===== src/fbdev_defines.svh =====
// ~~~~~~~~~~~~~~~~~~~~~~~~~~~~~~~~~~~~~~~~~~~~~~~~~~
// Display mode, FIFO depth and bus width settings.
// Include in every file that needs a mode value.
// ~~~~~~~~~~~~~~~~~~~~~~~~~~~~~~~~~~~~~~~~~~~~~~~~~~
`ifndef FBDEV_DEFINES_SVH
`define FBDEV_DEFINES_SVH

`define FB_WIDTH   640
`define FB_HEIGHT  480
`define FB_REFRESH 60

// Mode table: 640x480@60, 800x600@72, 1280x720@60, 1920x1080@60.
`define FB_H_SYNC_START ((`FB_WIDTH == 640) ? 656 : (`FB_WIDTH == 800) ? 856 : \
	(`FB_WIDTH == 1280) ? 1390 : 2008)
`define FB_H_SYNC_END   ((`FB_WIDTH == 640) ? 752 : (`FB_WIDTH == 800) ? 976 : \
	(`FB_WIDTH == 1280) ? 1430 : 2052)
`define FB_H_MAX        ((`FB_WIDTH == 640) ? 800 : (`FB_WIDTH == 800) ? 1040 : \
	(`FB_WIDTH == 1280) ? 1650 : 2200)
`define FB_V_SYNC_START ((`FB_HEIGHT == 480) ? 490 : (`FB_HEIGHT == 600) ? 637 : \
	(`FB_HEIGHT == 720) ? 725 : 1084)
`define FB_V_SYNC_END   ((`FB_HEIGHT == 480) ? 492 : (`FB_HEIGHT == 600) ? 643 : \
	(`FB_HEIGHT == 720) ? 730 : 1089)
`define FB_V_MAX        ((`FB_HEIGHT == 480) ? 525 : (`FB_HEIGHT == 600) ? 666 : \
	(`FB_HEIGHT == 720) ? 750 : 1125)

`define FB_BUFSZ   16 // Words, power of two.
`define FB_FREE_W  ($clog2(`FB_BUFSZ) + 1)
`define FB_ADDR_W  30
`define FB_BUFCNT  1

`endif


===== src/fbdev_pkg.sv =====
// ~~~~~~~~~~~~~~~~~~~~~~~~~~~~~~~~~~~~~~~~~~~~~~~~~~
// Bus opcodes, host commands and pixel word types.
// ~~~~~~~~~~~~~~~~~~~~~~~~~~~~~~~~~~~~~~~~~~~~~~~~~~
package fbdev_pkg;

	// Opcodes shared by the host port and the memory bus.
	typedef enum logic [1:0] {
		PINOOP = 2'b00,
		PIWROP = 2'b01,
		PIRDOP = 2'b10,
		PIRWOP = 2'b11
	} pi_op_e;

	// Command code in bits 1:0 of a command word.
	typedef enum logic [1:0] {
		CMDSRCSET  = 2'd0,
		CMDGETINFO = 2'd1
	} cmd_e;

	// Selector in bits 31:2 of a CMDGETINFO word.
	typedef enum logic [29:0] {
		GETINFO_WIDTH  = 30'd0,
		GETINFO_HEIGHT = 30'd1,
		GETINFO_HZ     = 30'd2,
		GETINFO_BUFCNT = 30'd3
	} getinfo_e;

	// One run-length pixel word as stored in memory.
	typedef struct packed {
		logic [7:0] rpt;   // Shown rpt+1 times.
		logic [7:0] blue;
		logic [7:0] green;
		logic [7:0] red;
	} px_word_t;

	// Pixels per frame, up to 1920x1080.
	typedef logic [20:0] px_cnt_t;

endpackage


===== src/vid_timing_if.sv =====
// ~~~~~~~~~~~~~~~~~~~~~~~~~~~~~~~~~~~~~~~~~~~~~~~~~~
// Raster flags from the timing generator to the expander.
// ~~~~~~~~~~~~~~~~~~~~~~~~~~~~~~~~~~~~~~~~~~~~~~~~~~
`timescale 1ns/10ps

interface vid_timing_if;
	logic       active;    // Position is in the visible area.
	logic       vblank;
	logic       frame_end; // Last visible pixel.
	logic       blank_q;
	logic [1:0] sync_q;    // {vsync, hsync}.

	modport source (output active, output vblank, output frame_end,
		output blank_q, output sync_q);

	modport sink (input active, input vblank, input frame_end,
		input blank_q, input sync_q);
endinterface


===== src/video_timing.sv =====
// ~~~~~~~~~~~~~~~~~~~~~~~~~~~~~~~~~~~~~~~~~~~~~~~~~~
// Raster counters with registered blank and sync.
// ~~~~~~~~~~~~~~~~~~~~~~~~~~~~~~~~~~~~~~~~~~~~~~~~~~
`timescale 1ns/10ps

`include "fbdev_defines.svh"

module video_timing (
	input  logic          clk_i,
	input  logic          vga_rst_o,
	vid_timing_if.source  tim
);
	logic [11:0] h_q;
	logic [11:0] v_q;
	logic        h_last;
	logic        v_last;
	logic        blank;
	logic        hsync;
	logic        vsync;

	assign h_last = (h_q == 12'(`FB_H_MAX - 1));
	assign v_last = (v_q == 12'(`FB_V_MAX - 1));

	always_ff @(posedge clk_i) begin
		if (vga_rst_o) begin
			h_q <= '0;
			v_q <= '0;
		end else if (h_last) begin
			h_q <= '0;
			v_q <= v_last ? 12'd0 : v_q + 12'd1;
		end else begin
			h_q <= h_q + 12'd1;
		end
	end

	assign blank = (h_q >= `FB_WIDTH) || (v_q >= `FB_HEIGHT);
	assign hsync = (h_q >= `FB_H_SYNC_START) && (h_q < `FB_H_SYNC_END);
	assign vsync = (v_q >= `FB_V_SYNC_START) && (v_q < `FB_V_SYNC_END);

	assign tim.active    = !blank;
	assign tim.vblank    = (v_q >= `FB_HEIGHT);
	assign tim.frame_end = (h_q == 12'(`FB_WIDTH - 1)) && (v_q == 12'(`FB_HEIGHT - 1));

	// Outputs lag the counters by one cycle.
	always_ff @(posedge clk_i) begin
		if (vga_rst_o) begin
			tim.blank_q <= 1'b0;
			tim.sync_q  <= 2'b00;
		end else begin
			tim.blank_q <= blank;
			tim.sync_q  <= {vsync, hsync};
		end
	end

	a_h_range: assert property (@(posedge clk_i) disable iff (vga_rst_o)
		h_q < 12'(`FB_H_MAX));
endmodule


===== src/pixel_fifo.sv =====
// ~~~~~~~~~~~~~~~~~~~~~~~~~~~~~~~~~~~~~~~~~~~~~~~~~~
// Pixel word FIFO between the fetcher and the expander.
// ~~~~~~~~~~~~~~~~~~~~~~~~~~~~~~~~~~~~~~~~~~~~~~~~~~
`timescale 1ns/10ps

`include "fbdev_defines.svh"

module pixel_fifo (
	input  logic                    clk_i,
	input  logic                    vga_rst_o,
	input  logic                    push_valid_i,
	input  fbdev_pkg::px_word_t     push_data_i,
	output logic [`FB_FREE_W-1:0]   free_o,
	output logic                    pop_valid_o,
	input  logic                    pop_ready_i,
	output fbdev_pkg::px_word_t     pop_data_o
);
	import fbdev_pkg::*;

	localparam int AW = $clog2(`FB_BUFSZ);
	localparam int CW = `FB_FREE_W;
	localparam logic [CW-1:0] DEPTH = CW'(`FB_BUFSZ);

	px_word_t        mem_q [`FB_BUFSZ];
	logic [AW-1:0]   wr_ptr_q;
	logic [AW-1:0]   rd_ptr_q;
	logic [CW-1:0]   count_q;
	logic            pop;

	assign pop = pop_valid_o && pop_ready_i;

	assign pop_valid_o = (count_q != '0);
	assign pop_data_o  = mem_q[rd_ptr_q]; // Head word, shown before the pop.
	assign free_o      = DEPTH - count_q;

	always_ff @(posedge clk_i) begin
		if (push_valid_i)
			mem_q[wr_ptr_q] <= push_data_i;
	end

	always_ff @(posedge clk_i) begin
		if (vga_rst_o) begin
			wr_ptr_q <= '0;
			rd_ptr_q <= '0;
			count_q  <= '0;
		end else begin
			if (push_valid_i)
				wr_ptr_q <= wr_ptr_q + 1'b1;
			if (pop)
				rd_ptr_q <= rd_ptr_q + 1'b1;
			count_q <= count_q + CW'(push_valid_i) - CW'(pop);
		end
	end

	// The fetcher's credit check must keep pushes off a full buffer.
	a_no_overflow: assert property (@(posedge clk_i) disable iff (vga_rst_o)
		!(push_valid_i && count_q == DEPTH));
endmodule


===== src/frame_fetcher.sv =====
// ~~~~~~~~~~~~~~~~~~~~~~~~~~~~~~~~~~~~~~~~~~~~~~~~~~
// Reads pixel words from memory and pushes them to the FIFO.
// Restarts at the source address after each full frame.
// ~~~~~~~~~~~~~~~~~~~~~~~~~~~~~~~~~~~~~~~~~~~~~~~~~~
`timescale 1ns/10ps

`include "fbdev_defines.svh"

module frame_fetcher (
	input  logic                    clk_i,
	input  logic                    vga_rst_o,
	input  logic [`FB_ADDR_W-1:0]   src_addr_i,
	output fbdev_pkg::pi_op_e       m_op_o,
	output logic [`FB_ADDR_W-1:0]   m_addr_o,
	input  logic [31:0]             m_data_i,
	input  logic                    m_rdy_i,
	input  logic [`FB_FREE_W-1:0]   free_i,
	output logic                    push_valid_o,
	output fbdev_pkg::px_word_t     push_data_o
);
	import fbdev_pkg::*;

	localparam px_cnt_t PX_FRAME = px_cnt_t'(`FB_WIDTH * `FB_HEIGHT);
	// A returning word can hold up to 256 pixels.
	localparam px_cnt_t PX_TAIL  = PX_FRAME - px_cnt_t'(256);

	logic                    run_q;
	logic                    acc_q;  // Read accepted last cycle, data now.
	logic [`FB_ADDR_W-1:0]   addr_q;
	px_cnt_t                 px_sum_q;
	px_cnt_t                 px_sum_next;
	px_word_t                ret_word;
	logic                    credit;
	logic                    near_end;
	logic                    issue;
	logic                    accept;
	logic                    frame_done;

	assign ret_word    = px_word_t'(m_data_i);
	assign px_sum_next = px_sum_q + px_cnt_t'(ret_word.rpt) + px_cnt_t'(1);
	assign frame_done  = acc_q && (px_sum_next >= PX_FRAME);

	// Keep one FIFO slot for each read whose data is still to come.
	assign credit   = (free_i > {{(`FB_FREE_W-1){1'b0}}, acc_q});
	// Near the frame end, wait for the last word before the next read.
	assign near_end = (px_sum_q >= PX_TAIL);
	assign issue    = run_q && credit && !(near_end && acc_q);
	assign accept   = issue && m_rdy_i;

	assign m_op_o       = issue ? PIRDOP : PINOOP;
	assign m_addr_o     = addr_q;
	assign push_valid_o = acc_q;
	assign push_data_o  = ret_word;

	always_ff @(posedge clk_i) begin
		if (vga_rst_o) begin
			run_q    <= 1'b0;
			acc_q    <= 1'b0;
			px_sum_q <= '0;
		end else begin
			run_q <= 1'b1;
			acc_q <= accept;
			if (frame_done)
				px_sum_q <= '0;
			else if (acc_q)
				px_sum_q <= px_sum_next;
		end
	end

	// Loaded while idle, so the first read uses the new source.
	always_ff @(posedge clk_i) begin
		if (!run_q || frame_done)
			addr_q <= src_addr_i;
		else if (accept)
			addr_q <= addr_q + 1'b1;
	end

	a_addr_hold: assert property (@(posedge clk_i) disable iff (vga_rst_o)
		(m_op_o == PIRDOP && !m_rdy_i) |=> (m_op_o == PIRDOP && $stable(m_addr_o)));
endmodule


===== src/pixel_expander.sv =====
// ~~~~~~~~~~~~~~~~~~~~~~~~~~~~~~~~~~~~~~~~~~~~~~~~~~
// Expands run-length words into pixels on the VGA outputs.
// ~~~~~~~~~~~~~~~~~~~~~~~~~~~~~~~~~~~~~~~~~~~~~~~~~~
`timescale 1ns/10ps

module pixel_expander (
	input  logic                 clk_i,
	input  logic                 vga_rst_o,
	vid_timing_if.sink           tim,
	input  logic                 pop_valid_i,
	output logic                 pop_ready_o,
	input  fbdev_pkg::px_word_t  pop_data_i,
	output logic [7:0]           vga_red_o,
	output logic [7:0]           vga_green_o,
	output logic [7:0]           vga_blue_o,
	output logic                 vga_blank_o,
	output logic                 vga_hsync_o,
	output logic                 vga_vsync_o,
	output logic                 underrun_o
);
	logic       en_q;
	logic [7:0] rpt_q;
	logic       underrun_q;
	logic       show;
	logic       rpt_done;
	logic [7:0] red_q;
	logic [7:0] green_q;
	logic [7:0] blue_q;

	assign show     = en_q && tim.active;
	assign rpt_done = (rpt_q == pop_data_i.rpt);

	// Last repeat, or last pixel of the frame.
	assign pop_ready_o = show && (rpt_done || tim.frame_end);

	always_ff @(posedge clk_i) begin
		if (vga_rst_o) begin
			en_q       <= 1'b0;
			rpt_q      <= '0;
			underrun_q <= 1'b0;
		end else begin
			if (tim.vblank)
				en_q <= 1'b1; // Start on a frame boundary.
			if (show && pop_valid_i)
				rpt_q <= pop_ready_o ? 8'd0 : rpt_q + 8'd1;
			if (show && !pop_valid_i)
				underrun_q <= 1'b1;
		end
	end

	// Same edge as blank_q, so colour lines up with blank.
	always_ff @(posedge clk_i) begin
		if (vga_rst_o || !(show && pop_valid_i)) begin
			red_q   <= '0;
			green_q <= '0;
			blue_q  <= '0;
		end else begin
			red_q   <= pop_data_i.red;
			green_q <= pop_data_i.green;
			blue_q  <= pop_data_i.blue;
		end
	end

	assign vga_red_o   = red_q;
	assign vga_green_o = green_q;
	assign vga_blue_o  = blue_q;
	assign vga_blank_o = tim.blank_q;
	assign vga_hsync_o = tim.sync_q[0];
	assign vga_vsync_o = tim.sync_q[1];
	assign underrun_o  = underrun_q;
endmodule


===== src/fb_cmd_regs.sv =====
// ~~~~~~~~~~~~~~~~~~~~~~~~~~~~~~~~~~~~~~~~~~~~~~~~~~
// Host command decoder, source address and display reset.
// ~~~~~~~~~~~~~~~~~~~~~~~~~~~~~~~~~~~~~~~~~~~~~~~~~~
`timescale 1ns/10ps

`include "fbdev_defines.svh"

module fb_cmd_regs (
	input  logic                    clk_i,
	input  logic                    rst_i,
	input  fbdev_pkg::pi_op_e       s_op_i,
	input  logic [31:0]             s_data_i,
	output logic [31:0]             s_data_o,
	output logic [`FB_ADDR_W-1:0]   src_addr_o,
	output logic                    vga_rst_o
);
	import fbdev_pkg::*;

	logic [`FB_ADDR_W-1:0] src_q;
	logic [31:0]           reply_q;
	logic [31:0]           info;
	cmd_e                  cmd;
	getinfo_e              sel;

	assign cmd = cmd_e'(s_data_i[1:0]);
	assign sel = getinfo_e'(s_data_i[31:2]);

	always_comb begin
		case (sel)
			GETINFO_WIDTH:  info = 32'(`FB_WIDTH);
			GETINFO_HEIGHT: info = 32'(`FB_HEIGHT);
			GETINFO_HZ:     info = 32'(`FB_REFRESH);
			GETINFO_BUFCNT: info = 32'(`FB_BUFCNT);
			default:        info = '0;
		endcase
	end

	always_ff @(posedge clk_i) begin
		if (rst_i)
			src_q <= '1; // Display off.
		else if (s_op_i == PIRWOP && cmd == CMDSRCSET)
			src_q <= s_data_i[31:2];
	end

	// Reply holds until the next command.
	always_ff @(posedge clk_i) begin
		if (s_op_i == PIRWOP) begin
			case (cmd)
				CMDSRCSET:  reply_q <= 32'd4;
				CMDGETINFO: reply_q <= info;
				default:    reply_q <= '0;
			endcase
		end
	end

	assign s_data_o   = reply_q;
	assign src_addr_o = src_q;
	assign vga_rst_o  = rst_i || (&src_q);
endmodule


===== src/fbdev_top.sv =====
// ~~~~~~~~~~~~~~~~~~~~~~~~~~~~~~~~~~~~~~~~~~~~~~~~~~
// Framebuffer display controller top level.
// ~~~~~~~~~~~~~~~~~~~~~~~~~~~~~~~~~~~~~~~~~~~~~~~~~~
`timescale 1ns/10ps

`include "fbdev_defines.svh"

module fbdev_top (
	input  logic                    clk_i,
	input  logic                    rst_i,
	input  fbdev_pkg::pi_op_e       s_op_i,
	input  logic [31:0]             s_data_i,
	output logic [31:0]             s_data_o,
	output logic                    s_rdy_o,
	output fbdev_pkg::pi_op_e       m_op_o,
	output logic [`FB_ADDR_W-1:0]   m_addr_o,
	input  logic [31:0]             m_data_i,
	input  logic                    m_rdy_i,
	output logic [7:0]              vga_red_o,
	output logic [7:0]              vga_green_o,
	output logic [7:0]              vga_blue_o,
	output logic                    vga_blank_o,
	output logic                    vga_hsync_o,
	output logic                    vga_vsync_o,
	output logic                    vga_rst_o,
	output logic                    underrun_o
);
	import fbdev_pkg::*;

	logic [`FB_ADDR_W-1:0] src_addr;
	logic                  push_valid;
	px_word_t              push_data;
	logic [`FB_FREE_W-1:0] free;
	logic                  pop_valid;
	logic                  pop_ready;
	px_word_t              pop_data;

	vid_timing_if tim_if ();

	assign s_rdy_o = 1'b1; // Commands never stall.

	fb_cmd_regs cmd_regs_i (
		.clk_i      (clk_i),
		.rst_i      (rst_i),
		.s_op_i     (s_op_i),
		.s_data_i   (s_data_i),
		.s_data_o   (s_data_o),
		.src_addr_o (src_addr),
		.vga_rst_o  (vga_rst_o)
	);

	video_timing timing_i (
		.clk_i     (clk_i),
		.vga_rst_o (vga_rst_o),
		.tim       (tim_if.source)
	);

	frame_fetcher fetcher_i (
		.clk_i        (clk_i),
		.vga_rst_o    (vga_rst_o),
		.src_addr_i   (src_addr),
		.m_op_o       (m_op_o),
		.m_addr_o     (m_addr_o),
		.m_data_i     (m_data_i),
		.m_rdy_i      (m_rdy_i),
		.free_i       (free),
		.push_valid_o (push_valid),
		.push_data_o  (push_data)
	);

	pixel_fifo fifo_i (
		.clk_i        (clk_i),
		.vga_rst_o    (vga_rst_o),
		.push_valid_i (push_valid),
		.push_data_i  (push_data),
		.free_o       (free),
		.pop_valid_o  (pop_valid),
		.pop_ready_i  (pop_ready),
		.pop_data_o   (pop_data)
	);

	pixel_expander expander_i (
		.clk_i       (clk_i),
		.vga_rst_o   (vga_rst_o),
		.tim         (tim_if.sink),
		.pop_valid_i (pop_valid),
		.pop_ready_o (pop_ready),
		.pop_data_i  (pop_data),
		.vga_red_o   (vga_red_o),
		.vga_green_o (vga_green_o),
		.vga_blue_o  (vga_blue_o),
		.vga_blank_o (vga_blank_o),
		.vga_hsync_o (vga_hsync_o),
		.vga_vsync_o (vga_vsync_o),
		.underrun_o  (underrun_o)
	);
endmodule


===== config.mk =====
export PLATFORM = sky130hd
export DESIGN_NAME = fbdev_top
export DESIGN_NICKNAME = d
export VERILOG_FILES = /design/src/fbdev_pkg.sv /design/src/vid_timing_if.sv /design/src/video_timing.sv /design/src/pixel_fifo.sv /design/src/frame_fetcher.sv /design/src/pixel_expander.sv /design/src/fb_cmd_regs.sv /design/src/fbdev_top.sv
export VERILOG_INCLUDE_DIRS = /design/src /design/src/src
export SDC_FILE = /design/constraint.sdc
export NUM_CORES = 1
export LEC_CHECK = 0
export BUFFER_PORTS_ARGS = -buffer_cell sky130_fd_sc_hd__buf_2
export CAP_MARGIN = 20
export CELL_PAD_IN_SITES_DETAIL_PLACEMENT = 0
export CELL_PAD_IN_SITES_GLOBAL_PLACEMENT = 1
export CORE_UTILIZATION = 56
export CTS_CLUSTER_DIAMETER = 60
export DETAILED_ROUTE_END_ITERATION = 8
export HOLD_SLACK_MARGIN = 0.1
export PLACE_DENSITY_LB_ADDON = 0.05
export SYNTH_ARGS = -nofsm -noshare
export SYNTH_HDL_FRONTEND = slang
export SYNTH_SLANG_ARGS = --single-unit

===== constraint.sdc =====
create_clock -name clk_i -period 8.4 [get_ports clk_i]
set_input_delay 1.68 -clock clk_i [delete_from_list [all_inputs] [get_ports clk_i]]
set_output_delay 1.68 -clock clk_i [all_outputs]
set_load 0.02 [all_outputs]

-- Word level (Yosys, flattened, before mapping)
Memories as Yosys holds them, arrays and structs flattened. A register that Yosys moved wholly into a read port is not among the register bits.
Cells that the tools add are included.
- $add $sub $neg: 11
- $lt $le $gt $ge: 9
- equal/unequal tests: 10
- mux-type cells: 12
- reductions and logical operators: 31
- operator list (kind ; number):
    $eq 30x2->1 const B ; 2
    $mux 30 ; 2
    $ge 21x19->1 const B ; 2
    $pmux 10 s4 ; 1
    $eq 12x10->1 const B ; 3
    $add 30x1->30 const B ; 1
    $eq 30x1->1 const B ; 1
    $logic_not 30->1 ; 1
    $reduce_and 30->1 ; 1
    $add 12x1->12 const B ; 2
    $ge 12x10->1 const B ; 2
    $ge 12x9->1 const B ; 2
    $add 21x1->21 const B ; 1
    $add 21x8->21 ; 1
    $pmux 10 s2 ; 1
    $logic_and 1x1->1 ; 14
    $eq 12x9->1 const B ; 1
    $lt 12x10->1 const B ; 1
    $lt 12x9->1 const B ; 1
    $mux 12 ; 1
    $add 4x1->4 const B ; 2
    $add 8x1->8 const B ; 1
    $eq 8x8->1 ; 1
    $mux 4 ; 2
    15 further kinds ; 26
- flip-flop bits (word level): 189
- bits in writable memories: 512
- input bits: 69
- word-level logic and storage cells: 93
- memories kept: 1
- memory list (memory ; depth ; bits a word ; read ports ; clocked after memory_dff ; wr ports ; line ; source):
    fifo_i.mem_q ; 16 ; 32 ; 1 ; 1 ; 1 ; pixel_fifo.sv:24 ; px_word_t mem_q [`FB_BUFSZ];

-- Logic depth before layout (Yosys ltp)
Gate-level depths: netlist of run 1.
- word-level depth: 8
- depth in mapped cells: 20

-- Hierarchy
Synthesis of run 1 repeated with hierarchy kept, for this count alone.
- cells, all modules: 1735
- area total of the unflattened synthesis: 28308.4 sq um
- modules (own cells, without submodules) (module ; instances ; cells an instance ; area an instance (sq um)):
    pixel_fifo ; 1 ; 897 ; 20071.8
    frame_fetcher ; 1 ; 370 ; 3682.3
    fb_cmd_regs ; 1 ; 176 ; 1861.8
    video_timing ; 1 ; 161 ; 1360.1
    pixel_expander ; 1 ; 129 ; 1321.3
    fbdev_top ; 1 ; 2 ; 11.3

-- Worst setup path before layout of run 1
OpenSTA, ideal clock, no wires.
- path type: in2reg
- from: in m_data_i[24]
- to: reg fetcher_i.addr_q[0], in the netlist fetcher_i.m_addr_o[0], enable pin
- data arrival time: 4952 ps
- slack: 3055 ps
- stages: 13
- path buffers: 2
- cell sequence: inv_1 ha_1 fa_1 nor2b_1 o2111a_1 nor3_1 o41a_1 nand4_1 and2_1 clkbuf_1 o21a_1 clkbuf_1 nand3b_1
- word-level cells in the longest chain between the ends: 6
- RTL lines (what ; line ; source):
    start, declared ; fbdev_top.sv:17 ; input logic [31:0] m_data_i,
    $add 21x8->21 ; frame_fetcher.sv:40 ; assign px_sum_next = px_sum_q + px_cnt_t'(ret_word.rpt) + px_cnt_t'(1);
    $add 21x1->21 ; frame_fetcher.sv:40 ;
    $ge 21x19->1 ; frame_fetcher.sv:41 ; assign frame_done = acc_q && (px_sum_next >= PX_FRAME);
    $logic_and 1x1->1 ; frame_fetcher.sv:41 ;
    $logic_or 1x1->1 ; frame_fetcher.sv:72 ; if (!run_q || frame_done)
    $reduce_bool 2->1 (no line) ; - ;
    end signal, assigned ; frame_fetcher.sv:73 ; addr_q <= src_addr_i;
    end signal, assigned ; frame_fetcher.sv:75 ; addr_q <= addr_q + 1'b1;
    end, declared ; frame_fetcher.sv:29 ; logic [`FB_ADDR_W-1:0] addr_q;
Every way passes these cells.
A chain may end at the register's enable or synchronous reset.

-- Final worst setup path of run 1
- from: in m_data_i[24]
- to: reg fetcher_i.addr_q[14], in the netlist fetcher_i.m_addr_o[14], enable pin
The elaborated chain is that of the path after synthesis.

==> results of run 1 <==
[cell usage in the layout (no fill, tap or decap), types with 29 or more instances in the layout]
master | synthesis | layout
nor2_1 | 99 | 99
ha_1 | 29 | 29
dfxtp_1 | 131 | 126
nand4_1 | 42 | 42
xor2_1 | 40 | 40
nand2_1 | 140 | 140
buf_2 | 13 | 137
mux4_2 | 141 | 141
clkbuf_16 | 0 | 77
inv_1 | 42 | 42
xnor2_1 | 42 | 42
buf_4 | 33 | 33
a21oi_1 | 36 | 36
mux2i_1 | 37 | 37
nand3_1 | 55 | 55
edfxtp_1 | 549 | 549
and3_1 | 36 | 36
nor3_1 | 31 | 31
[registers in the layout (all words and copies together) (netlist names), 2 cells and up, named ones only]
signal and cells:
cmd_regs_i.s_data_o 7, fifo_i.wr_ptr_q 4, expander_i.vga_blue_o 8, timing_i.tim.sync_q 2, expander_i.rpt_q 8, fifo_i.count_q 5, fetcher_i.px_sum_q 21, cmd_regs_i.src_addr_o 30
expander_i.vga_green_o 8, fetcher_i.m_addr_o 30, fifo_i.rd_ptr_q 4, timing_i.h_q 12, fifo_i.mem_q 512, timing_i.v_q 12, expander_i.vga_red_o 8
[cells by family after synthesis]
| family | share of synthesized area [%] |
|---|---|
| compound gates | 3.71 |
| flops | 66.4 |
| fa+ha+maj | 1.40 |
| xor+xnor | 2.50 |
| buf+inv | 2.87 |
| other cells | 0.0261 |
| mux | 13.2 |
| simple gates | 9.84 |
[stage by stage]
| stage | worst slack [ns] | power, mW | hold slack (ns) | cell area, µm² | utilization [%] |
|---|---|---|---|---|---|
| 6_report | 2.81 | 7.56 | 0.481 | 32500 | 64.6 |
| 5_1_grt | 2.45 | 7.80 | 0.508 | 32500 | 64.6 |
| 4_1_cts | 2.85 | 7.61 | 0.481 | 32500 | 64.5 |
| 3_5_place_dp | 2.18 | 4.33 | 0.469 | 30000 | 59.6 |
| 3_3_place_gp | 2.31 | 4.32 | 0.465 | 30000 | 59.6 |
| 2_1_floorplan | 3.06 | 4.16 | 0.441 | 28800 | - |
[where the power goes]
| part | internal (mW) | switching, mW |
|---|---|---|
| Clock | 1.99 | 1.31 |
| Combinational | 0.180 | 0.320 |
| Sequential | 3.71 | 0.0655 |
[per-layer routing]
metal	wire [µm]	global-route usage (%)	vias up
met5	36	0	-
li1	-	-	7466
met2	31500	40.5	562
met1	28100	36.7	8349
met3	4300	4.05	92
met4	1060	7.13	6
[how the worst max path moves through the flow]
stage,start,to,slack (ns),cells after the start
final,m_data_i[24],fetcher_i.m_addr_o[14],2.81,14
after global routing,m_data_i[24],fetcher_i.m_addr_o[26],2.45,14
after CTS,m_data_i[24],fetcher_i.m_addr_o[26],2.85,14
after detailed placement,m_data_i[24],fetcher_i.m_addr_o[28],2.18,14
after global placement,m_data_i[24],fetcher_i.m_addr_o[28],2.31,14
after floorplan,m_data_i[24],fetcher_i.m_addr_o[0],3.06,13
[final cells by class]
class / instances / share of cell area [%]
Antenna cell: 3 / 0.0231
Clock buffer: 109 / 6.54
Clock inverter: 24 / 1.11
Inverter: 44 / 0.508
Multi-Input combinational cell: 1021 / 27.5
Sequential cell: 680 / 58.8
Tap cell: 672 / 2.58
Timing Repair Buffer: 171 / 2.95
==> out/results.ini, run 1 <==
[synthesis]
synth.distinct_cells=68
synth_seq_cells=680
synth_top_cell_by_area=edfxtp_1
synthTopCellsByCount=549 x edfxtp_1, 141 x mux4_2, 140 x nand2_1, 131 x dfxtp_1, 99 x nor2_1
synth_top_area_share_pct=57.3
synth.top_cells.by_area=edfxtp_1 57%, mux4_2 11%, dfxtp_1 9.1%
synthArstFlopShare_pct=0
yosys_warnings=0
synth.most_common_cell=edfxtp_1
synth_flop_cell=edfxtp_1
synth_area_per_cell_um2=15.5
synth-edff-count=549
syn_inst=1850
ys_seq_area_share_pct=66.4
syn_area_mm2=0.0288

[worst_setup_path]
crit_chain=buf_2 > inv_1 > ha_1 > fa_1 > nor2b_1 > o2111a_1 > o31ai_1 > a21oi_1 > o31ai_1 > o22ai_4 > buf_4 > o21a_1 > nand3b_1 > buf_4
worstRegToRegCells=18
cpMaxStageDelayCell=o21a_1
cp_max_fo=52
crit_buf_inv=4
required_ns=8.65
cp_top_family=compound AO/OA/AOI/OAI gates
cp-end-kind=flop
arrival_ns=5.84
cp_slowest_stage_delay_ns=0.73
r2r-end=fifo_i.count_q[4]
crit_path_start_kind=primary input
path_class=primary input to flop
reg2reg_setup_slack_ns=3.39

[drt]
drt_iter0_markers=1928
drtPass1Iterations=9
wl_per_cell_um=23.9
postRouteAntennaNets=0
drc=15
viasPerCell=6.05
wl_um=65000
vias=16500

[timing]
max_freq_mhz=179
setup_tns_ns=0
max_slew_margin_pct=38.9
fin_crit_ns=5.59
setup_viol=0
worstMarginPinSlew_ns=0.917
hold_violations=0
final.setup_skew_ns=0.0314
rsz0062_at_grt=no
fin_crit_sh_pct=66.5
report.final.slew_viol_count=0

[run_status]
violations=DRC
status=complete, but fails checks

[power_and_ir_drop]
p_leak_nw=11.0
powerDensity_mw_per_mm2=232
ir_worst_vdd_mv=0.195

[clock_tree]
cts_tree=yes
cts_setup_buffers=0
clock_latency_ns=0.62
cts_resized=0
clockRootBuffer=clkbuf_16
htree_levels=3
holdBufCountCts=0
cts_sinks=680
clockBufferDepth=3
clkTransAtPathRegs_ns=0.06
cts_buffers=72

[floorplanning]
design.core.area_mm2=0.0504
die_x_um=229
initial_core_util_pct=57.1
rows=82
ios=163
die-area_mm2=0.0523
die_h_um=229

[placement]
dp_cells=2587
place_congestion=0.816
dpl.hpwl_um=37300
port_buffers=137

[job]
maxCapViolCount=0

[grt]
grt_max_degree=59
grt_usage_pct=25.5
grt_pass1_vias=16500
gr-total-overflow=0
grt_pass1_wl_um=100000
antenna_found_initial=7

[finish]
finalNetCount=2090
multiInputGateArea_mm2=0.00895
fin_cells=2724
regArea_mm2=0.0191
drive_gt1_share_pct=22.2
area_delta_synth_final_pct=13.1
fillCellCount=3617

[min_path]
holdCritStartpoint=timing_i.h_q[0]
min_to=timing_i.h_q[0]
whs_path_depth=1
holdCritPathClass=flop to flop

Note: power is estimated with default switching activity, not from simulation.
==> run 2: changes to the inputs <==
--- a/config.mk
+++ b/config.mk
@@ -10,7 +10,7 @@
 export CAP_MARGIN = 20
 export CELL_PAD_IN_SITES_DETAIL_PLACEMENT = 0
 export CELL_PAD_IN_SITES_GLOBAL_PLACEMENT = 1
-export CORE_UTILIZATION = 56
+export CORE_UTILIZATION = 47
 export CTS_CLUSTER_DIAMETER = 60
 export DETAILED_ROUTE_END_ITERATION = 8
 export HOLD_SLACK_MARGIN = 0.1
==> constraint.sdc (replaced) <==
create_clock -name clk_i -period 4.6 [get_ports clk_i]
set_input_delay 0.92 -clock clk_i [delete_from_list [all_inputs] [get_ports clk_i]]
set_output_delay 0.92 -clock clk_i [all_outputs]
set_load 0.02 [all_outputs]
==> run 2 against run 1 <==
The flow still finishes with violations (DRC). Die area increased by 19%. Power increased by 83%. Final cell count increased by 5.0%. Via count increased by 0.45%. Critical path type is now flop to flop. Largest cell class unchanged.
==> out/results.ini, run 2 (synthesis results as in run 1) <==
[grt]
gr-total-overflow=0
grt_usage_pct=22.6
grt_pass1_vias=16600
grt_max_degree=52
grt_pass1_wl_um=105000
antenna_found_initial=3

[timing]
max_slew_margin_pct=30.8
setup_viol=0
worstMarginPinSlew_ns=1.04
final.setup_skew_ns=0.0256
rsz0062_at_grt=no
hold_violations=0
max_freq_mhz=238
fin_crit_ns=4.20
setup_tns_ns=0
fin_crit_sh_pct=91.2
report.final.slew_viol_count=0

[drt]
postRouteAntennaNets=0
drtPass1Iterations=9
viasPerCell=5.79
vias=16500
drt_iter0_markers=1444
wl_per_cell_um=24.3
wl_um=69500
drc=8

[power_and_ir_drop]
ir_worst_vdd_mv=0.317
p_leak_nw=11.0
clock_power_share_pct=43.4
intPower_mw=10.6
p_sw_share_pct=23.4
combinationalPowerShare_pct=6.7
switchingPower_mw=3.23
pwr-share-seq_pct=49.9
powerDensity_mw_per_mm2=421

[placement]
place_congestion=0.796
port_buffers=137
place_area_mm2=0.0303
dpl.hpwl_um=41000
dp_cells=2716

[finish]
layout_common_cells=549 x edfxtp_1, 141 x mux4_2, 140 x nand2_1, 137 x buf_2, 126 x dfxtp_1
fillCellCount=4941
final_util_pct=54.3
area_delta_synth_final_pct=14.0
post-route-cell-area_mm2=0.0328
drive_gt1_share_pct=23.0
multiInputGateArea_mm2=0.00895
largest_reg_flops=512
layout_commonest_cell=edfxtp_1
regMostFlops=fifo_i.mem_q
regArea_mm2=0.0191
fin_cells=2859
finalNetCount=2112

[clock_tree]
htree_levels=3
cts_tree=yes
holdBufCountCts=0
cts_buffers=76
clock_latency_ns=0.63
cts_resized=0
clockRootBuffer=clkbuf_16
clkTransAtPathRegs_ns=0.06
cts_sinks=680
clockBufferDepth=3
cts_setup_buffers=0

[min_path]
min_to=expander_i.underrun_o
holdCritPathClass=flop to flop
whs_path_depth=2
holdCritStartpoint=expander_i.underrun_o

[floorplanning]
die_h_um=249
rows=90
die_x_um=249
die-area_mm2=0.0622
ios=163
design.core.area_mm2=0.0604
initial_core_util_pct=47.6

[worst_setup_path]
cp-end-kind=flop
worstRegToRegCells=17
reg2reg_setup_slack_ns=0.40
path_class=flop to flop
r2r-end=fifo_i.count_q[4]
required_ns=5.08
crit_path_start_kind=flop
cp_max_fo=15
arrival_ns=4.68

[run_status]
violations=DRC
status=complete, but fails checks

[job]
maxCapViolCount=0

[run 2: cell count changes in the layout (fill, tap and decap cells not counted), moves of 2 or more]
| cell | previous run | this run |
|---|---|---|
| clkbuf_8 | 8 | 4 |
| clkinv_1 | 6 | 18 |
| clkbuf_1 | 24 | 17 |
| diode_2 | 3 | 1 |
| bufinv_16 | 7 | 5 |
| inv_16 | 3 | 1 |
| buf_4 | 33 | 51 |
| inv_6 | 0 | 6 |
[run 2: final cells by class]
cell class | count | area share, %
diodes | 1 | 0.00763
clock buffers | 98 | 6.24
clock inverters | 44 | 1.34
inverters | 44 | 0.504
multi-input cells | 1021 | 27.3
flip-flops and latches | 680 | 58.3
well taps | 782 | 2.98
repair buffers | 189 | 3.32
[run 2: how the worst max path moves through the flow]
stage	slack, ns	to	startpoint	depth (start not counted)
after global routing	0.13	fifo_i.count_q[4]	flop	17
after global placement	0.43	fetcher_i.m_addr_o[26]	m_data_i[24]	13
final	0.40	fifo_i.count_q[4]	flop	17
after floorplan	0.02	fetcher_i.m_addr_o[0]	m_data_i[24]	13
after CTS	0.39	fifo_i.count_q[4]	flop	17
after detailed placement	0.36	fetcher_i.px_sum_q[0]	m_data_i[24]	13
[run 2: power by group through the flow]
stage	clock (mW)	sequential (mW)	combinational [mW]
4_1_cts	6.11	6.89	0.924
5_1_grt	6.33	6.90	1.01
3_5_place_dp	0	7.02	0.920
3_3_place_gp	0	7.02	0.904
6_report	5.99	6.89	0.922
2_1_floorplan	0	7.04	0.546
[run 2: worst max-delay path: stages, from the launching register on]
cell,delay [ns]
dfxtp_4,0.48
mux4_1,0.58
a22oi_1,0.29
a21oi_1,0.14
or4_4,0.58
nor4_4,0.28
nand2_1,0.12
a21oi_1,0.23
ha_1,0.27
inv_1,0.06
ha_1,0.15
inv_1,0.06
fa_1,0.40
nor2_1,0.10
nor2_1,0.05
nor2_1,0.10
or3_1,0.12
a21oi_1,0.06
[run 2: stage by stage]
step	setup slack, ns	total power [mW]	hold WS, ns
finish	0.404	13.8	0.462
global route	0.134	14.2	0.495
CTS	0.385	13.9	0.471
detailed placement	0.361	7.94	0.456
global placement	0.432	7.92	0.451
floorplan	0.0152	7.59	0.441
[run 2: layer usage]
metal  vias up  wire, µm  track usage (%)
met3        87      3690             3.77
met1      8490     31500             32.7
li1       7505         -                -
met2       465     33100             35.8
met4         2      1220             5.43
met5         -        12                0
